<file path="src/hw/m6502_pkg.sv">
// Reduced 6502 core shared definitions: bus widths and the operation, mode and state encodings
`default_nettype none

package m6502_pkg;

   localparam int ADDR_W = 16;
   localparam int DATA_W = 8;

   // Operation decoded from the opcode, unsupported opcodes map to NOP
   typedef enum logic [5:0] {
      CPU_OP_NOP,
      CPU_OP_LDA,
      CPU_OP_LDX,
      CPU_OP_LDY,
      CPU_OP_STA,
      CPU_OP_STX,
      CPU_OP_STY,
      CPU_OP_ADC,
      CPU_OP_SBC,
      CPU_OP_AND,
      CPU_OP_ORA,
      CPU_OP_EOR,
      CPU_OP_CMP,
      CPU_OP_INX,
      CPU_OP_INY,
      CPU_OP_DEX,
      CPU_OP_DEY,
      CPU_OP_TAX,
      CPU_OP_TAY,
      CPU_OP_TXA,
      CPU_OP_TYA,
      CPU_OP_CLC,
      CPU_OP_SEC,
      CPU_OP_CLV,
      CPU_OP_BRANCH,
      CPU_OP_JMP
   } cpu_op_t;

   typedef enum logic [1:0] {
      MODE_SINGLE,   // Opcode byte only
      MODE_IMM,
      MODE_ZP,
      MODE_ABS
   } addr_mode_t;

   typedef enum logic [3:0] {
      OP_PASS,
      OP_ADC,        // Also SBC, with in_b inverted
      OP_AND,
      OP_OR,
      OP_EOR,
      OP_CMP,
      OP_INC,
      OP_DEC,
      OP_SET_C,
      OP_CLR_C,
      OP_CLR_V
   } alu_op_t;

   typedef enum logic [2:0] {
      ST_VEC_LO,
      ST_VEC_HI,
      ST_FETCH,
      ST_OPER_LO,
      ST_OPER_HI,
      ST_MEM,
      ST_EXEC
   } seq_state_t;

endpackage

`default_nettype wire

</file>
<file path="src/hw/m6502_alu_if.sv">
// Link between the 6502 sequencer and its ALU: operands and operation out, result and flags back
`timescale 1ns/1ps
`default_nettype none

interface m6502_alu_if;
   import m6502_pkg::*;

   logic              proceed;   // Flags commit at this edge
   alu_op_t           op;
   logic [DATA_W-1:0] in_a;
   logic [DATA_W-1:0] in_b;
   logic [DATA_W-1:0] result;    // Valid in the same cycle
   logic              flag_n;
   logic              flag_v;
   logic              flag_z;
   logic              flag_c;

   modport seq (output proceed, op, in_a, in_b,
                input  result, flag_n, flag_v, flag_z, flag_c);

   modport alu (input  proceed, op, in_a, in_b,
                output result, flag_n, flag_v, flag_z, flag_c);

endinterface

`default_nettype wire

</file>
<file path="src/hw/m6502_decoder.sv">
// 6502 opcode decoder: splits aaabbbcc into an operation and an addressing mode
`timescale 1ns/1ps
`default_nettype none

module m6502_decoder (
   input  wire [m6502_pkg::DATA_W-1:0] opcode_i,
   output m6502_pkg::cpu_op_t          cpu_op_o,
   output m6502_pkg::addr_mode_t       addr_mode_o
);
   import m6502_pkg::*;

   logic [2:0] aaa;
   logic [2:0] bbb;
   logic [1:0] cc;
   addr_mode_t mode_even;   // Mode column for cc = 00 and 10
   addr_mode_t mode_odd;    // Mode column for cc = 01

   assign aaa = opcode_i[7:5];
   assign bbb = opcode_i[4:2];
   assign cc  = opcode_i[1:0];

   always_comb
   begin
      case (bbb)
         3'd0:    mode_even = MODE_IMM;
         3'd1:    mode_even = MODE_ZP;
         3'd3:    mode_even = MODE_ABS;
         default: mode_even = MODE_SINGLE;
      endcase
      case (bbb)
         3'd1:    mode_odd = MODE_ZP;
         3'd2:    mode_odd = MODE_IMM;
         3'd3:    mode_odd = MODE_ABS;
         default: mode_odd = MODE_SINGLE;
      endcase
   end

   always_comb
   begin
      cpu_op_o    = CPU_OP_NOP;
      addr_mode_o = MODE_SINGLE;
      case (cc)
         2'b00:
            if (bbb == 3'd4)
            begin
               cpu_op_o    = CPU_OP_BRANCH;
               addr_mode_o = MODE_IMM;   // Offset byte
            end
            else if (bbb == 3'd6)
            begin
               case (aaa)
                  3'd0:    cpu_op_o = CPU_OP_CLC;
                  3'd1:    cpu_op_o = CPU_OP_SEC;
                  3'd4:    cpu_op_o = CPU_OP_TYA;
                  3'd5:    cpu_op_o = CPU_OP_CLV;
                  default: cpu_op_o = CPU_OP_NOP;
               endcase
            end
            else
            begin
               case (aaa)
                  3'd2:
                     if (bbb == 3'd3)
                     begin
                        cpu_op_o    = CPU_OP_JMP;
                        addr_mode_o = MODE_ABS;
                     end
                  3'd4:
                     if (bbb == 3'd1 || bbb == 3'd3)
                     begin
                        cpu_op_o    = CPU_OP_STY;
                        addr_mode_o = mode_even;
                     end
                     else if (bbb == 3'd2)
                        cpu_op_o = CPU_OP_DEY;
                  3'd5:
                     if (bbb == 3'd2)
                        cpu_op_o = CPU_OP_TAY;
                     else if (mode_even != MODE_SINGLE)
                     begin
                        cpu_op_o    = CPU_OP_LDY;
                        addr_mode_o = mode_even;
                     end
                  3'd6:
                     if (bbb == 3'd2)
                        cpu_op_o = CPU_OP_INY;
                  3'd7:
                     if (bbb == 3'd2)
                        cpu_op_o = CPU_OP_INX;
                  default: cpu_op_o = CPU_OP_NOP;
               endcase
            end
         2'b01:
            // No STA immediate, indexed columns are not kept
            if (mode_odd != MODE_SINGLE && !(aaa == 3'd4 && bbb == 3'd2))
            begin
               addr_mode_o = mode_odd;
               case (aaa)
                  3'd0: cpu_op_o = CPU_OP_ORA;
                  3'd1: cpu_op_o = CPU_OP_AND;
                  3'd2: cpu_op_o = CPU_OP_EOR;
                  3'd3: cpu_op_o = CPU_OP_ADC;
                  3'd4: cpu_op_o = CPU_OP_STA;
                  3'd5: cpu_op_o = CPU_OP_LDA;
                  3'd6: cpu_op_o = CPU_OP_CMP;
                  3'd7: cpu_op_o = CPU_OP_SBC;
               endcase
            end
         2'b10:
            case (aaa)
               3'd4:
                  if (bbb == 3'd1 || bbb == 3'd3)
                  begin
                     cpu_op_o    = CPU_OP_STX;
                     addr_mode_o = mode_even;
                  end
                  else if (bbb == 3'd2)
                     cpu_op_o = CPU_OP_TXA;
               3'd5:
                  if (bbb == 3'd2)
                     cpu_op_o = CPU_OP_TAX;
                  else if (mode_even != MODE_SINGLE)
                  begin
                     cpu_op_o    = CPU_OP_LDX;
                     addr_mode_o = mode_even;
                  end
               3'd6:
                  if (bbb == 3'd2)
                     cpu_op_o = CPU_OP_DEX;
               default: cpu_op_o = CPU_OP_NOP;   // Shifts and rotates dropped
            endcase
         default: cpu_op_o = CPU_OP_NOP;
      endcase
   end

endmodule

`default_nettype wire

</file>
<file path="src/hw/m6502_alu.sv">
// 6502 ALU: combinational result for each operation and the N, V, Z, C flag register
`timescale 1ns/1ps
`default_nettype none

module m6502_alu (
   input wire       clk,
   input wire       reset_n,
   m6502_alu_if.alu bus
);
   import m6502_pkg::*;

   logic [DATA_W:0]   sum;
   logic [DATA_W:0]   diff;
   logic [DATA_W-1:0] nz_val;
   logic              overflow;

   assign sum  = {1'b0, bus.in_a} + {1'b0, bus.in_b} + {{DATA_W{1'b0}}, bus.flag_c};
   assign diff = {1'b0, bus.in_a} + {1'b0, ~bus.in_b} + {{DATA_W{1'b0}}, 1'b1};

   // Both inputs share a sign that the sum does not
   assign overflow = (bus.in_a[DATA_W-1] == bus.in_b[DATA_W-1]) &&
                     (sum[DATA_W-1] != bus.in_a[DATA_W-1]);

   always_comb
   begin
      case (bus.op)
         OP_ADC:  bus.result = sum[DATA_W-1:0];
         OP_AND:  bus.result = bus.in_a & bus.in_b;
         OP_OR:   bus.result = bus.in_a | bus.in_b;
         OP_EOR:  bus.result = bus.in_a ^ bus.in_b;
         OP_INC:  bus.result = bus.in_a + DATA_W'(1);
         OP_DEC:  bus.result = bus.in_a - DATA_W'(1);
         default: bus.result = bus.in_a;   // PASS, CMP and flag ops
      endcase
   end

   assign nz_val = (bus.op == OP_CMP) ? diff[DATA_W-1:0] : bus.result;

   always_ff @(posedge clk)
   begin
      if (!reset_n)
      begin
         bus.flag_n <= 1'b0;
         bus.flag_v <= 1'b0;
         bus.flag_z <= 1'b0;
         bus.flag_c <= 1'b0;
      end
      else if (bus.proceed)
      begin
         case (bus.op)
            OP_SET_C: bus.flag_c <= 1'b1;
            OP_CLR_C: bus.flag_c <= 1'b0;
            OP_CLR_V: bus.flag_v <= 1'b0;
            default:
            begin
               bus.flag_n <= nz_val[DATA_W-1];
               bus.flag_z <= (nz_val == '0);
            end
         endcase
         if (bus.op == OP_ADC)
         begin
            bus.flag_c <= sum[DATA_W];
            bus.flag_v <= overflow;
         end
         if (bus.op == OP_CMP)
            bus.flag_c <= diff[DATA_W];   // Set when no borrow
      end
   end

endmodule

`default_nettype wire

</file>
<file path="src/hw/m6502_sequencer.sv">
// 6502 sequencer: reset vector load, opcode and operand fetch, execute, A/X/Y/PC and bus
`timescale 1ns/1ps
`default_nettype none

module m6502_sequencer #(
   parameter logic [m6502_pkg::ADDR_W-1:0] RESET_VECTOR = 16'hfffc
) (
   input  wire                          clk,
   input  wire                          reset_n,
   input  wire [m6502_pkg::DATA_W-1:0]  rd_data_i,
   input  wire                          ready_i,
   input  wire m6502_pkg::cpu_op_t      cpu_op_i,
   input  wire m6502_pkg::addr_mode_t   addr_mode_i,
   output logic [m6502_pkg::DATA_W-1:0] opcode_o,
   output logic [m6502_pkg::ADDR_W-1:0] addr_o,
   output logic                         rd_req_o,
   output logic                         wr_en_o,
   output logic [m6502_pkg::DATA_W-1:0] wr_data_o,
   output logic                         sync_o,
   m6502_alu_if.seq                     alu
);
   import m6502_pkg::*;

   seq_state_t        state_q;
   logic              data_ph_q;   // Data cycle of the read issued the cycle before
   logic              boot_q;      // Idle cycle after reset
   logic [ADDR_W-1:0] pc_q;
   logic [DATA_W-1:0] opcode_q;
   logic [DATA_W-1:0] oper_lo_q;
   logic [DATA_W-1:0] oper_hi_q;
   logic [DATA_W-1:0] reg_a_q;
   logic [DATA_W-1:0] reg_x_q;
   logic [DATA_W-1:0] reg_y_q;
   logic [ADDR_W-1:0] eff_addr;
   logic [ADDR_W-1:0] pc_next;
   logic [1:0]        pc_step;
   logic              is_store;
   logic              flag_sel;
   logic              take_branch;

   // The opcode is decoded straight off the bus in its data cycle
   assign opcode_o = (state_q == ST_FETCH && data_ph_q) ? rd_data_i : opcode_q;

   assign is_store = cpu_op_i inside {CPU_OP_STA, CPU_OP_STX, CPU_OP_STY};
   assign eff_addr = (addr_mode_i == MODE_ABS) ? {oper_hi_q, oper_lo_q} :
                                                 {{(ADDR_W-DATA_W){1'b0}}, oper_lo_q};

   always_comb
   begin
      case (state_q)
         ST_VEC_LO:  addr_o = RESET_VECTOR;
         ST_VEC_HI:  addr_o = RESET_VECTOR + ADDR_W'(1);
         ST_FETCH:   addr_o = pc_q;
         ST_OPER_LO: addr_o = pc_q + ADDR_W'(1);
         ST_OPER_HI: addr_o = pc_q + ADDR_W'(2);
         default:    addr_o = eff_addr;
      endcase
   end

   assign rd_req_o = (state_q == ST_MEM) ? !is_store :
                     (state_q != ST_EXEC && !boot_q && !data_ph_q);
   assign wr_en_o  = (state_q == ST_MEM) && is_store;
   assign sync_o   = (state_q == ST_FETCH) && !data_ph_q && !boot_q;

   always_comb
   begin
      case (cpu_op_i)
         CPU_OP_STX: wr_data_o = reg_x_q;
         CPU_OP_STY: wr_data_o = reg_y_q;
         default:    wr_data_o = reg_a_q;
      endcase
   end

   // aaa[2:1] picks the flag, aaa[0] the value that takes the branch
   always_comb
   begin
      case (opcode_q[7:6])
         2'b00:   flag_sel = alu.flag_n;
         2'b01:   flag_sel = alu.flag_v;
         2'b10:   flag_sel = alu.flag_c;
         default: flag_sel = alu.flag_z;
      endcase
      take_branch = (flag_sel == opcode_q[5]);
   end

   always_comb
   begin
      case (addr_mode_i)
         MODE_SINGLE: pc_step = 2'd1;
         MODE_ABS:    pc_step = 2'd3;
         default:     pc_step = 2'd2;
      endcase
      pc_next = pc_q + ADDR_W'(pc_step);
      if (cpu_op_i == CPU_OP_BRANCH && take_branch)
         pc_next = pc_next + {{(ADDR_W-DATA_W){rd_data_i[DATA_W-1]}}, rd_data_i};
      else if (cpu_op_i == CPU_OP_JMP)
         pc_next = {rd_data_i, oper_lo_q};
   end

   // ALU steering, memory operand arrives on rd_data_i during EXEC
   always_comb
   begin
      alu.op   = OP_PASS;
      alu.in_a = reg_a_q;
      alu.in_b = rd_data_i;
      case (cpu_op_i)
         CPU_OP_LDA, CPU_OP_LDX, CPU_OP_LDY: alu.in_a = rd_data_i;
         CPU_OP_ADC: alu.op = OP_ADC;
         CPU_OP_SBC:
         begin
            alu.op   = OP_ADC;
            alu.in_b = ~rd_data_i;
         end
         CPU_OP_AND: alu.op = OP_AND;
         CPU_OP_ORA: alu.op = OP_OR;
         CPU_OP_EOR: alu.op = OP_EOR;
         CPU_OP_CMP: alu.op = OP_CMP;
         CPU_OP_INX, CPU_OP_DEX:
         begin
            alu.op   = (cpu_op_i == CPU_OP_INX) ? OP_INC : OP_DEC;
            alu.in_a = reg_x_q;
         end
         CPU_OP_INY, CPU_OP_DEY:
         begin
            alu.op   = (cpu_op_i == CPU_OP_INY) ? OP_INC : OP_DEC;
            alu.in_a = reg_y_q;
         end
         CPU_OP_TXA: alu.in_a = reg_x_q;
         CPU_OP_TYA: alu.in_a = reg_y_q;
         CPU_OP_CLC: alu.op = OP_CLR_C;
         CPU_OP_SEC: alu.op = OP_SET_C;
         CPU_OP_CLV: alu.op = OP_CLR_V;
         default:    alu.op = OP_PASS;
      endcase
      alu.proceed = (state_q == ST_EXEC) && ready_i &&
                    !(cpu_op_i inside {CPU_OP_NOP, CPU_OP_STA, CPU_OP_STX, CPU_OP_STY,
                                       CPU_OP_BRANCH, CPU_OP_JMP});
   end

   always_ff @(posedge clk)
   begin
      if (!reset_n)
      begin
         state_q   <= ST_VEC_LO;
         data_ph_q <= 1'b0;
         boot_q    <= 1'b1;
         reg_a_q   <= '0;
         reg_x_q   <= '0;
         reg_y_q   <= '0;
      end
      else if (ready_i)
      begin
         boot_q <= 1'b0;
         if (!boot_q)
         begin
            data_ph_q <= 1'b0;
            case (state_q)
               ST_VEC_LO:
               begin
                  data_ph_q <= !data_ph_q;
                  if (data_ph_q)
                  begin
                     oper_lo_q <= rd_data_i;
                     state_q   <= ST_VEC_HI;
                  end
               end
               ST_VEC_HI:
               begin
                  data_ph_q <= !data_ph_q;
                  if (data_ph_q)
                  begin
                     pc_q    <= {rd_data_i, oper_lo_q};
                     state_q <= ST_FETCH;
                  end
               end
               ST_FETCH:
               begin
                  data_ph_q <= !data_ph_q;
                  if (data_ph_q)
                  begin
                     opcode_q <= rd_data_i;
                     state_q  <= (addr_mode_i == MODE_SINGLE) ? ST_EXEC : ST_OPER_LO;
                  end
               end
               ST_OPER_LO:
                  if (addr_mode_i == MODE_IMM)
                     state_q <= ST_EXEC;   // Operand is used in its data cycle
                  else
                  begin
                     data_ph_q <= !data_ph_q;
                     if (data_ph_q)
                     begin
                        oper_lo_q <= rd_data_i;
                        state_q   <= (addr_mode_i == MODE_ABS) ? ST_OPER_HI : ST_MEM;
                     end
                  end
               ST_OPER_HI:
                  if (cpu_op_i == CPU_OP_JMP)
                     state_q <= ST_EXEC;
                  else
                  begin
                     data_ph_q <= !data_ph_q;
                     if (data_ph_q)
                     begin
                        oper_hi_q <= rd_data_i;
                        state_q   <= ST_MEM;
                     end
                  end
               ST_MEM: state_q <= ST_EXEC;
               default:
               begin
                  pc_q    <= pc_next;
                  state_q <= ST_FETCH;
                  case (cpu_op_i)
                     CPU_OP_LDA, CPU_OP_ADC, CPU_OP_SBC, CPU_OP_AND,
                     CPU_OP_ORA, CPU_OP_EOR, CPU_OP_TXA, CPU_OP_TYA:
                        reg_a_q <= alu.result;
                     CPU_OP_LDX, CPU_OP_INX, CPU_OP_DEX, CPU_OP_TAX:
                        reg_x_q <= alu.result;
                     CPU_OP_LDY, CPU_OP_INY, CPU_OP_DEY, CPU_OP_TAY:
                        reg_y_q <= alu.result;
                     default: ;
                  endcase
               end
            endcase
         end
      end
   end

endmodule

`default_nettype wire

</file>
<file path="src/hw/m6502_cpu.sv">
// Reduced 6502 CPU top: sequencer, opcode decoder and ALU on a plain memory bus
`timescale 1ns/1ps
`default_nettype none

module m6502_cpu #(
   parameter logic [m6502_pkg::ADDR_W-1:0] RESET_VECTOR = 16'hfffc
) (
   input  wire                         clk,
   input  wire                         reset_n,
   output wire [m6502_pkg::ADDR_W-1:0] addr_o,
   output wire                         rd_req_o,
   input  wire [m6502_pkg::DATA_W-1:0] rd_data_i,
   output wire                         wr_en_o,
   output wire [m6502_pkg::DATA_W-1:0] wr_data_o,
   input  wire                         ready_i,
   output wire                         sync_o
);
   import m6502_pkg::*;

   cpu_op_t           cpu_op;
   addr_mode_t        addr_mode;
   logic [DATA_W-1:0] opcode;

   m6502_alu_if alu_bus ();

   m6502_sequencer #(
      .RESET_VECTOR (RESET_VECTOR)
   ) u_sequencer (
      .clk         (clk),
      .reset_n     (reset_n),
      .rd_data_i   (rd_data_i),
      .ready_i     (ready_i),
      .cpu_op_i    (cpu_op),
      .addr_mode_i (addr_mode),
      .opcode_o    (opcode),
      .addr_o      (addr_o),
      .rd_req_o    (rd_req_o),
      .wr_en_o     (wr_en_o),
      .wr_data_o   (wr_data_o),
      .sync_o      (sync_o),
      .alu         (alu_bus)
   );

   m6502_decoder u_decoder (
      .opcode_i    (opcode),
      .cpu_op_o    (cpu_op),
      .addr_mode_o (addr_mode)
   );

   m6502_alu u_alu (
      .clk     (clk),
      .reset_n (reset_n),
      .bus     (alu_bus)
   );

endmodule

`default_nettype wire

</file>
<file path="config.mk">
export PLATFORM = sky130hd
export DESIGN_NAME = m6502_cpu
export DESIGN_NICKNAME = d
export VERILOG_FILES = /design/src/hw/m6502_pkg.sv /design/src/hw/m6502_alu_if.sv /design/src/hw/m6502_decoder.sv /design/src/hw/m6502_alu.sv /design/src/hw/m6502_sequencer.sv /design/src/hw/m6502_cpu.sv
export SDC_FILE = /design/constraint.sdc
export NUM_CORES = 1
export LEC_CHECK = 0
export BUFFER_PORTS_ARGS = -buffer_cell sky130_fd_sc_hd__buf_4
export CAP_MARGIN = 40
export CORE_ASPECT_RATIO = 1.5
export CORE_MARGIN = 4
export CORE_UTILIZATION = 35
export CTS_BUF_LIST = sky130_fd_sc_hd__clkbuf_8
export DETAILED_ROUTE_END_ITERATION = 10
export PLACE_DENSITY_LB_ADDON = 0.15
export SLEW_MARGIN = 15
export SYNTH_ARGS = -nofsm -noshare
export SYNTH_HDL_FRONTEND = slang
export SYNTH_HIERARCHICAL = 1
export SYNTH_SLANG_ARGS = --single-unit
</file>
<file path="constraint.sdc">
create_clock -name clk -period 20.8 [get_ports clk]
set_clock_uncertainty 0.2 [all_clocks]
set_input_delay 3.12 -clock clk [delete_from_list [all_inputs] [get_ports clk]]
set_output_delay 3.12 -clock clk [all_outputs]
set_load 0.01 [all_outputs]
</file>
# Word-level counts from Yosys, hierarchy flattened
# Memories as Yosys holds them, arrays and structs flattened.
# Index checks and enable logic that the tools add are counted.
[totals] register_bits=73 romBits=32 in_bits=11 word_cells=231 memories=1
[mem_list] name="(no name shown)" depth=8 word_bits=4 rd=1 rd_clocked_by_memory_dff=0 wr=0 line_no="m6502_decoder.sv:98" text="case (aaa)"
[op_classes] add_sub_neg=10 n_eq_ne=68 n_mux=70 bitwise=10 n_reduce_logical=58
[op_table] op="16-bit one-hot mux with 5 select lines" count=1
[op_table] op="16-bit 2-to-1 mux" count=4
[op_table] op="6-bit by 5-bit equality test with 1-bit output, second input constant" count=10
[op_table] op="6-bit by 4-bit equality test with 1-bit output, second input constant" count=8
[op_table] op="8-bit one-hot mux with 6 select lines" count=1
[op_table] op="6-bit 2-to-1 mux" count=7
[op_table] op="8-bit 2-to-1 mux" count=5
[op_table] op="4-bit one-hot mux with 10 select lines" count=1
[op_table] op="6-bit one-hot mux with 3 select lines" count=2
[op_table] op="16-bit one-hot mux with 2 select lines" count=1
[op_table] op="8-bit one-hot mux with 2 select lines" count=2
[op_table] op="6-bit one-hot mux with 5 select lines" count=1
[op_table] op="3-bit equality test, second input constant" count=9
[op_table] op="6-bit by 3-bit equality test with 1-bit output, second input constant" count=4
[op_table] op="3-bit 2-to-1 mux" count=8
[op_table] op="2-bit one-hot mux with 3 select lines" count=4
[op_table] op="8-bit one-hot mux with 3 select lines" count=1
[op_table] op="5-bit one-hot mux with 4 select lines" count=1
[op_table] op="8-bit by 8-bit adder with 9-bit output" count=2
[op_table] op="2-bit 2-to-1 mux" count=9
[op_table] op="3-bit one-hot mux with 6 select lines" count=1
[op_table] op="16-bit by 1-bit adder with 16-bit output, second input constant" count=1
[op_table] op="16-bit adder" count=1
[op_table] op="16-bit by 2-bit adder with 16-bit output" count=1
[op_table] op="other kinds (54)" count=131

# Logic depth before layout (Yosys ltp)
# Gate-level depths: netlist of the first run.
[depth] ltp_word=20 depth_mapped=29 mapped_depth_nobuf=25

# By module
# The synthesis of the first run kept the hierarchy.
[modules_own_cells] mod="m6502_sequencer" instances=1 cells_each=664 area_per_inst_um2=5632.9
[modules_own_cells] mod="m6502_alu" instances=1 cells_each=267 area_per_inst_um2=1964.4
[modules_own_cells] mod="m6502_decoder" instances=1 cells_each=77 area_per_inst_um2=538.0

# Worst setup path before layout of the first run
# OpenSTA, ideal clock, no wires.
[synth_path] kind="input port to output port" start="in rd_data_i[0] in the netlist's numbering" end="out wr_data_o[0] in the netlist's numbering" t_arrival_ps=5436 required_time_ps=17480 path_slack_ps=12044 path_stages=11 path_buffers=2 path_cell_list="mux2_2 -> buf_2 -> nor2_1 -> a21boi_0 -> and3_1 -> a211o_1 -> clkbuf_1 -> nand2_1 -> nor4_2 -> o22ai_1 -> a21oi_1"
[synth_via] elab_chain_len=5
[synth_rtl] item="start, declared" line_no="m6502_cpu.sv:12" text="input wire [m6502_pkg::DATA_W-1:0] rd_data_i,"
[synth_rtl] item="8-bit 2-to-1 mux *" line_no="m6502_sequencer.sv:42" text="assign opcode_o = (state_q == ST_FETCH && data_ph_q) ? rd_data_i : opcode_q;"
[synth_rtl] item="2-bit equality test, or another cell as far along" line_no="m6502_decoder.sv:42" text="case (cc)"
[synth_rtl] item="6-bit one-hot mux with 3 select lines *" line_no="m6502_decoder.sv:42"
[synth_rtl] item="via cpu_op[2]" line_no="m6502_cpu.sv:20" text="cpu_op_t cpu_op;"
[synth_rtl] item="6-bit by 3-bit equality test with 1-bit output" line_no="m6502_sequencer.sv:67" text="case (cpu_op_i)"
[synth_rtl] item="8-bit one-hot mux with 2 select lines *" line_no="m6502_sequencer.sv:67"
[synth_rtl] item="end, declared" line_no="m6502_cpu.sv:14" text="output wire [m6502_pkg::DATA_W-1:0] wr_data_o,"
# Mark *: on every way through the listed nets, which the timed path passes. The rest lies on a longest branch.

# Worst setup path in the final report of the first run
[layout_path] start="in rd_data_i[4] in the netlist's numbering" end="out wr_data_o[5] in the netlist's numbering"
[layout_via] elab_chain_len=12
[layout_rtl] item="8-bit 2-to-1 mux *" line_no="m6502_sequencer.sv:42"
[layout_rtl] item="via opcode[4]" line_no="m6502_cpu.sv:22" text="logic [DATA_W-1:0] opcode;"
[layout_rtl] item="3-bit by 2-bit equality test with 1-bit output, or another cell as far along"
[layout_rtl] item="2-bit one-hot mux with 3 select lines" line_no="m6502_decoder.sv:24" text="case (bbb)"
[layout_rtl] item="2-bit nonzero test" line_no="m6502_decoder.sv:79, m6502_decoder.sv:122"
[layout_rtl] item="2-bit 2-to-1 mux" line_no="m6502_decoder.sv:79" text="else if (mode_even != MODE_SINGLE)"
[layout_rtl] item="6-bit 2-to-1 mux" line_no="m6502_decoder.sv:77" text="if (bbb == 3'd2)"
[layout_rtl] item="6-bit one-hot mux with 5 select lines" line_no="m6502_decoder.sv:61" text="case (aaa)"
[layout_rtl] item="6-bit 2-to-1 mux" line_no="m6502_decoder.sv:49" text="else if (bbb == 3'd6)"
[layout_rtl] item="6-bit 2-to-1 mux" line_no="m6502_decoder.sv:44" text="if (bbb == 3'd4)"
[layout_rtl] item="6-bit one-hot mux with 3 select lines *" line_no="m6502_decoder.sv:42"
[layout_rtl] item="via cpu_op[1]" line_no="m6502_cpu.sv:20"
[layout_rtl] item="6-bit by 3-bit equality test with 1-bit output" line_no="m6502_sequencer.sv:67"
[layout_rtl] item="8-bit one-hot mux with 2 select lines *" line_no="m6502_sequencer.sv:67"
# Marked as above.

==> results of run 1 <==
cell families after synthesis:
| kind of cell | share of synthesized area |
|---|---|
| AO/OA/AOI/OAI | 0.254 |
| other | 0.000461 |
| multiplexers | 0.0595 |
| adder cells (fa/ha/maj) | 0.0935 |
| buffers and inverters | 0.0626 |
| XOR/XNOR | 0.0601 |
| AND/OR/NAND/NOR | 0.241 |
| flip-flops | 0.229 |
registers in the layout, summed over array words and instances (netlist names):
name,count
u_sequencer/pc_q,16
u_sequencer/opcode_q,8
u_sequencer/oper_hi_q,8
u_sequencer/oper_lo_q,8
u_sequencer/reg_a_q,8
u_sequencer/reg_x_q,8
u_sequencer/reg_y_q,8
u_sequencer/state_q,3
u_alu/bus.flag_c,1
u_alu/bus.flag_n,1
u_alu/bus.flag_v,1
u_alu/bus.flag_z,1
u_sequencer/boot_q,1
u_sequencer/data_ph_q,1
layer usage:
layer / vias up / global-route usage / share of wire
li1: 3766 / - / -
met1: 3850 / 0.238 / 0.37
met2: 254 / 0.436 / 0.54
met3: 82 / 0.0264 / 0.040
met4: 0 / 0.118 / 0.053
met5: - / 0 / 0
stage by stage:
| stage | hold WS [ns] | setup WS, ns | instance area (µm²) | utilization |
|---|---|---|---|---|
| 2_1_floorplan | 0.233 | 12.04 | 8140 | - |
| 3_3_place_gp | 0.249 | 10.63 | 8570 | 0.373 |
| 3_5_place_dp | 0.255 | 10.78 | 8600 | 0.374 |
| 4_1_cts | 0.267 | 11.01 | 8810 | 0.384 |
| 5_1_grt | 0.291 | 10.69 | 8820 | 0.384 |
| 6_report | 0.264 | 10.92 | 8820 | 0.384 |
power by group:
part / switching (mW) / leakage [nW] / total [mW] / internal [mW]
Sequential: 0.000536 / 0.626 / 0.152 / 0.152
Combinational: 0.0241 / 2.65 / 0.0376 / 0.0135
Clock: 0.0592 / 0.104 / 0.126 / 0.0663
cells in the mapped netlist (5+ instances only):
library cell	n
edfxtp_1	40
dfxtp_1	33
fa_1	5
nand4_1	13
o211ai_1	6
or4_1	5
ha_1	52
a31oi_1	10
a21oi_1	77
o21ai_1	13
mux2_2	9
or3_1	8
nand2_1	82
a22o_1	7
xnor2_1	36
nor3_1	25
o31ai_1	6
nand2b_1	20
nor2_1	85
nor2b_1	21
a222oi_1	9
o22ai_1	28
o21ai_0	46
a211o_1	7
a21o_1	10
clkbuf_1	26
mux2i_1	36
a22oi_1	7
inv_1	48
xor2_1	18
buf_4	7
buf_2	19
a211oi_1	9
and2_1	8
nand3_1	32
buf_6	5
final cells by class:
cell class	count	area, µm²
fillers	2442	14100
well taps	280	350
flip-flops and latches	73	1860
clock inverters	7	85.1
repair buffers	58	430
inverters	52	196
multi-input cells	823	5780
clock buffers	9	124
worst paths after layout:
kind	to	start
setup / recovery	wr_data_o[5]	rd_data_i[4]
hold / removal	u_alu/bus.flag_n	u_alu/bus.flag_n
hold reg to reg	u_alu/bus.flag_n	u_alu/bus.flag_n
setup reg to reg	u_alu/bus.flag_z	u_sequencer/state_q[0]
tightest hold or removal path: cells and delay by family (launching register included):
kind            cells  cell delay, ns
flops               1            0.32
compound gates      1            0.05
simple gates        1            0.05
==> summary.md, run 1 <==
| Metric | Value |
|---|---|
| GP Congestion | 0.947 |
| Worst-path clk slew | 0.08 ns |
| Synth cell types | 111 |
| Synth top area share | 0.148 |
| CTS sink cnt | 73 |
| R2R depth | 23 |
| Total grt overflow | 0 |
| CP cell instances | buf_4 > mux2_2 > nor3b_2 > o311ai_1 > nor3_1 > a221o_1 > nor2_2 > nor4_2 > o22ai_1 > a21oi_1 > buf_4 |
| Synth area leader | edfxtp_1 |
| Worst Hold Depth | 2 |
| Final setup viols | 0 |
| Worst path depth | 11 |
| Drc violations | 0 |
| Hold-fix buffers, CTS | 0 |
| Count of input and output buffers | 37 |
| DIE HEIGHT | 195 µm |
| CTS Buf Count | 9 |
| Final std cells w/o fill | 1302 |
| Final period util | 0.475 |
| Most frequent cells in the layout | nor2_1, nand2_1, a21oi_1 |
| Final Hold Viols | 0 |
| Slew Limit Fails | 0 |
| Crit. End Element | output pin |
| Syn nets | 1076 |
| Commonest non-fill, non-tap cell in the layout | nor2_1 |
| DR vias/cell | 6.11 |
| Vias in the first global route | 7977 |
| Nets | 1085 |
| First-pass GRT wire length | 46100 µm |
| Via count | 7952 |
| Worst R2R Setup Slack | 12.33 ns |
| H-tree Lvls | 3 |
| Share of cells above drive strength 1 | 0.126 |
| Critical Path AT | 6.56 ns |
| GRT Total Usage | 0.227 |
| DR WL/cell | 22.9 µm |
| Critical path launch point type | input port |
| Maximum vdd drop | 0.0000265 V |
| FFs w/ async S/R, synth | 0 |
| HP Class | reg -> reg |
| Mapped Cells | 1008 |
| Synth area leaders | edfxtp_1, dfxtp_1, ha_1 |
| Worst-path maximum fanout | 17 |
| TritonCTS clock tree | built |
| Number of synthesized flops with an enable pin | 40 |
| WP data required | 17.48 ns |
| Max Cap Violations | 0 |
| CP peak stage delay | 0.69 ns |
| Post-Synthesis Mean Instance Area | 8.07 µm² |
| Min Clock Period, post-route | 9.88 ns |
| Fmax achieved | 0.101 GHz |
| CTS resizes | 0 |
| Die area | 0.0258 mm² |
| Placed Cells | 1284 |
| Sequential share of the synthesized area | 0.229 |
| Root Driver | clkbuf_8 |
| Final ANT Viol Nets | 0 |
| Clock Path Buffers | 2 |
| Initial Util | 0.354 |
| Max-slew headroom | 0.426 |
| Status | complete, no violations |
| Chip width | 132 µm |
| Highest-delay cell along the critical path | nor4_2 |
| CP bufs+invs | 2 |
| PD cells | 35.7 mW/mm² |
| Most common cell on crit path | buf_4 |
| Post-DP HPWL | 23100 µm |
| YS warnings | 6 |
| Clk_lat worst skew | 0.37 ns |
| Largest net degree at the start of global routing | 44 |
| Lkg Pwr | 3.37 nW |
| Drt total wl | 29800 µm |
| Ports | 38 |
| WS Path Type | in -> out |
| Flops & latches, synth | 73 |
| Initial DRC count | 548 |
| Placeable Area | 0.0230 mm² |
| Post-CTS setup buffers | 0 |
| Post-synthesis cell area | 0.00814 mm² |
| Setup TNS | 0 ns |
| Synth Flop Type | edfxtp_1 |
| Largest delay share family, worst path | simple AND/OR/NAND/NOR gates |
| Ant. Diodes | 0 |
| Pre-Repair DR Iteration Count | 9 |
| Area grow syn2layout | 8.46% |
| Power Total | 0.315 mW |
| Initial antenna violation count | 0 |
| RSZ-0062 raised after global routing | no |
| Worst Max-Slew Pin Slew | 0.854 ns |
| Rows | 68 |
Note: power is estimated with default switching activity, not from simulation.
==> run 2: changes to the inputs <==
Clock period 20.8 ns to 8.3 ns, I/O delays scaled along.
==> run 2 against run 1 <==
Worst hold slack improved by 0.0068 ns. Routed wire length increased by 2.2%. Global-route usage is 0.25 points higher. Total power rose to 2.6 times the previous value. Count of clock-buffer cells in the layout rose by 2. Via count is 0.93% higher. Critical path depth rose by 11. Register-to-register slack lost 12 ns. Sequential power grew to 2.5 times the previous value. Setup slack worse by 10 ns.
==> summary.md, run 2 (same netlist as run 1, synthesis figures left out) <==
| Metric | Value |
|---|---|
| Status | complete, no violations |
| Count of input and output buffers | 37 |
| Final std cells w/o fill | 1308 |
| DR vias/cell | 6.14 |
| H-tree Lvls | 3 |
| CP peak stage delay | 0.80 ns |
| Placed Cells | 1291 |
| Post-CTS setup buffers | 0 |
| Lkg Pwr | 3.42 nW |
| R2R depth | 22 |
| Initial DRC count | 459 |
| Final Hold Viols | 0 |
| CTS sink cnt | 73 |
| Initial antenna violation count | 0 |
| Max Cap Violations | 0 |
| Hold-fix buffers, CTS | 0 |
| Highest-delay cell along the critical path | or4_1 |
| Crit. End Element | flip-flop |
| PD cells | 91.2 mW/mm² |
| Nets | 1091 |
| Max-slew headroom | 0.459 |
| Root Driver | clkbuf_8 |
| Critical path launch point type | flip-flop |
| Share of cells above drive strength 1 | 0.132 |
| Clk_lat worst skew | 0.36 ns |
| Setup TNS | 0 ns |
| WS Path Type | reg -> reg |
| Final period util | 0.909 |
| Vias in the first global route | 7852 |
| Worst Hold Depth | 2 |
| CP cell instances | nor2b_1 > buf_4 > and3_1 > mux2_2 > nand2b_1 > o311ai_1 > nor3_1 > a221o_1 > buf_4 > nor2_2 > inv_1 > or4_1 > xnor2_1 > inv_1 > ha_1 > nor3_2 > or4_4 > a2111oi_2 > a31oi_1 > and4b_1 > or4b_1 > o21ai_1 |
| Filler cells | 2425 |
| Total grt overflow | 0 |
| Fmax achieved | 0.133 GHz |
| Biggest register | u_sequencer/pc_q |
| Post-DP HPWL | 23600 µm |
| Final core utilization | 0.387 |
| Worst-path clk slew | 0.08 ns |
| Final ANT Viol Nets | 0 |
| Worst Max-Slew Pin Slew | 0.803 ns |
| HP Class | reg -> reg |
| Drc violations | 0 |
| Pre-Repair DR Iteration Count | 5 |
| WP data required | 8.40 ns |
| Critical Path AT | 7.65 ns |
| Placeable Area | 0.0230 mm² |
| CTS Buf Count | 9 |
| Initial Util | 0.354 |
| Die area | 0.0258 mm² |
| Rows | 68 |
| Maximum vdd drop | 0.0000555 V |
| Via count | 8026 |
| GRT Total Usage | 0.229 |
| Ant. Diodes | 0 |
| Min Clock Period, post-route | 7.55 ns |
| First-pass GRT wire length | 46200 µm |
| CTS resizes | 0 |
| GP Congestion | 0.973 |
| Final setup viols | 0 |
| Largest net degree at the start of global routing | 44 |
| Clock Path Buffers | 2 |
| DIE HEIGHT | 195 µm |
| Chip width | 132 µm |
| Commonest non-fill, non-tap cell in the layout | nor2_1 |
| TritonCTS clock tree | built |
| Drt total wl | 30400 µm |
| DR WL/cell | 23.3 µm |
| Ports | 38 |
| Area grow syn2layout | 9.26% |
| Largest register FFs | 16 |
| Most frequent cells in the layout | nor2_1, nand2_1, a21oi_1 |
| Slew Limit Fails | 0 |
| Worst-path maximum fanout | 17 |
| RSZ-0062 raised after global routing | no |
[run 2: cell types whose count changed in the layout (fill, tap and decap cells not counted), moves of 2 or more]
cell | previous run | this run
clkinv_2 | 3 | 1
clkinv_1 | 3 | 1
buf_4 | 55 | 62
inv_4 | 0 | 2
clkbuf_8 | 9 | 11
[run 2: cell type report]
cell class                      instances  area [µm²]  share of cell area
Multi-Input combinational cell        823        5770               0.650
Sequential cell                        73        1860               0.209
Timing Repair Buffer                   64         478              0.0538
Tap cell                              280         350              0.0394
Inverter                               52         196              0.0221
Clock buffer                           11         151              0.0170
Clock inverter                          5        76.3             0.00859
[run 2: per-stage QoR]
| step | setup slack, ns | hold WS, ns | total power, mW | instance area (µm²) |
|---|---|---|---|---|
| 2_1_floorplan | 1.63 | 0.233 | 0.450 | 8140 |
| 3_3_place_gp | 0.487 | 0.245 | 0.485 | 8640 |
| 3_5_place_dp | 0.571 | 0.254 | 0.485 | 8650 |
| 4_1_cts | 0.783 | 0.266 | 0.816 | 8880 |
| 5_1_grt | 0.359 | 0.282 | 0.840 | 8890 |
| 6_report | 0.755 | 0.270 | 0.810 | 8890 |
[run 2: critical path: cells and delay by family (launching register included)]
family	cells	cell delay [ns]
simple gates	10	3.52
compound gates	5	1.32
buf+inv	4	0.62
fa+ha+maj	1	0.53
mux	1	0.51
xor+xnor	1	0.44
flops	1	0.32
[run 2: per-layer routing]
| metal | share of wire | track usage |
|---|---|---|
| met1 | 0.38 | 0.246 |
| met2 | 0.52 | 0.430 |
| met3 | 0.035 | 0.0215 |
| met4 | 0.065 | 0.136 |
| met5 | 0 | 0 |
[run 2: final timing paths]
check,start,slack [ns],end
worst max-delay path,u_sequencer/state_q[1],0.75,u_alu/bus.flag_z
worst min-delay path,u_alu/bus.flag_n,0.27,u_alu/bus.flag_n
worst max register to register,u_sequencer/state_q[1],0.75,u_alu/bus.flag_z
worst min register to register,u_alu/bus.flag_n,0.27,u_alu/bus.flag_n
[run 2: power by group]
part           internal, mW  switching, mW
clock network         0.185          0.148
logic                0.0341         0.0615
registers             0.380        0.00145
total                 0.600          0.211
==> run 3: changes to the inputs <==
Clock period 8.3 ns to 8.27 ns, I/O delays scaled along.
==> run 3 against run 2 <==
Fmax shrank 0.49%. Worst hold slack lost 0.016 ns. Final cell count grew 0.23%. Die area is the same. Highest routed layer unchanged. Via count shrank 0.80%. Critical endpoint unchanged. Total power shrank 1.1%. Setup slack lost 0.067 ns. Sequential cell count is the same. Count of clock-buffer cells in the layout shrank 1. Core utilization grew 0.055 points.
==> summary.md, run 3 (same netlist as run 1, synthesis figures left out) <==
| Metric | Value |
|---|---|
| Initial DRC count | 520 |
| Largest delay share family, worst path | simple AND/OR/NAND/NOR gates |
| Power Total | 0.801 mW |
| Worst Max-Slew Pin Slew | 0.822 ns |
| Chip width | 132 µm |
| Pre-Repair DR Iteration Count | 8 |
| DR vias/cell | 6.07 |
| CP bufs+invs | 3 |
| Share of cells above drive strength 1 | 0.133 |
| CP peak stage delay | 0.74 ns |
| Worst-path maximum fanout | 17 |
| Rows | 68 |
| CTS sink cnt | 73 |
| WP data required | 8.36 ns |
| Max-slew headroom | 0.448 |
| Post-DP HPWL | 23100 µm |
| Commonest non-fill, non-tap cell in the layout | nor2_1 |
| CP cell instances | nor2b_1 > buf_4 > and3_1 > mux2_2 > nand2b_1 > o311ai_1 > nor3_1 > a221o_1 > nor2_2 > inv_1 > or4_1 > xnor2_1 > inv_1 > ha_1 > nor3_2 > or4_4 > a2111oi_2 > a31oi_1 > and4b_1 > or4b_1 > o21ai_1 |
| Final period util | 0.917 |
| CTS resizes | 0 |
| PD cells | 90.0 mW/mm² |
| CTS Buf Count | 9 |
| Status | complete, no violations |
| Initial antenna violation count | 0 |
| Lkg Pwr | 3.43 nW |
| Fmax achieved | 0.132 GHz |
| DIE HEIGHT | 195 µm |
| Total grt overflow | 0 |
| Maximum vdd drop | 0.0000812 V |
| Most common cell on crit path | inv_1 |
| HP Class | reg -> reg |
| Die area | 0.0258 mm² |
| First-pass GRT wire length | 46200 µm |
| Final Hold Viols | 0 |
| Root Driver | clkbuf_8 |
| WS Path Type | reg -> reg |
| Drt total wl | 29900 µm |
| Placeable Area | 0.0230 mm² |
| Crit. End Element | flip-flop |
| Setup TNS | 0 ns |
| H-tree Lvls | 3 |
| Nets | 1094 |
| Clock Path Buffers | 2 |
| Ant. Diodes | 0 |
| Final ANT Viol Nets | 0 |
| Hold-fix buffers, CTS | 0 |
| Vias in the first global route | 7871 |
| Slew Limit Fails | 0 |
| Count of input and output buffers | 37 |
| Most frequent cells in the layout | nor2_1, nand2_1, a21oi_1 |
| GRT Total Usage | 0.228 |
| Largest register FFs | 16 |
| Via count | 7962 |
| RSZ-0062 raised after global routing | no |
| Largest net degree at the start of global routing | 44 |
| Drc violations | 0 |
| Initial Util | 0.354 |
| Critical path launch point type | flip-flop |
| Final setup viols | 0 |
| GP Congestion | 0.966 |
| Biggest register | u_sequencer/pc_q |
| Critical Path AT | 7.67 ns |
| Max Cap Violations | 0 |
| Worst-path clk slew | 0.08 ns |
| DR WL/cell | 22.8 µm |
| Post-CTS setup buffers | 0 |
| TritonCTS clock tree | built |
| Highest-delay cell along the critical path | or4_1 |
| Clk_lat worst skew | 0.36 ns |
| Area grow syn2layout | 9.41% |
| Ports | 38 |
| Min Clock Period, post-route | 7.58 ns |
-- run 3: cell types whose count changed in the layout (fill, tap and decap cells not counted), sizes merged --
| cell | previous run | this run |
|---|---|---|
| clkinv | 2 | 3 |
| clkinvlp | 0 | 1 |
| buf | 63 | 66 |
| clkbuf | 12 | 11 |
| inv | 53 | 52 |
-- run 3: final timing paths --
kind / from / slack, ns / depth (start not counted) / to
worst max-delay path: u_sequencer/state_q[1] / 0.69 / 21 / u_alu/bus.flag_z
worst min-delay path: u_alu/bus.flag_n / 0.25 / 2 / u_alu/bus.flag_n
worst max register to register: u_sequencer/state_q[1] / 0.69 / 21 / u_alu/bus.flag_z
worst min register to register: u_alu/bus.flag_n / 0.25 / 2 / u_alu/bus.flag_n
-- run 3: layout make-up --
| type | instances | area (µm²) |
|---|---|---|
| clock buffers | 10 | 138 |
| multi-input cells | 823 | 5770 |
| clock inverters | 6 | 83.8 |
| inverters | 52 | 196 |
| repair buffers | 67 | 500 |
| flip-flops and latches | 73 | 1860 |
| well taps | 280 | 350 |
| fillers | 2453 | 14100 |
-- run 3: report_power, final --
group,internal (mW),total [mW],switching (mW)
combinational,0.0348,0.0974,0.0626
sequential,0.382,0.383,0.00145
clock,0.177,0.321,0.144
-- run 3: per-layer routing --
metal	share of wire	vias to the layer above	wire (µm)	global-route usage
li1	-	3783	-	-
met1	0.37	3823	11000	0.242
met2	0.54	279	16000	0.431
met3	0.040	77	1190	0.0251
met4	0.057	0	1700	0.126
met5	0	-	0	0
-- run 3: worst min-delay path, stage by stage (launching register included) --
cell and delay [ns]:
dfxtp_1 0.31, nand2_1 0.05, a21oi_1 0.05
-- run 3: stage by stage --
step | worst slack, ns | hold WS (ns) | utilization | instance area [µm²] | instances
detailed placement | 0.607 | 0.250 | 0.378 | 8670 | 1294
global route | 0.138 | 0.294 | 0.387 | 8900 | 1311
CTS | 0.761 | 0.261 | 0.387 | 8890 | 1310
global placement | 0.631 | 0.244 | 0.377 | 8660 | 1292
floorplan | 1.60 | 0.233 | - | 8140 | 1008
finish | 0.687 | 0.254 | 0.387 | 8900 | 1311
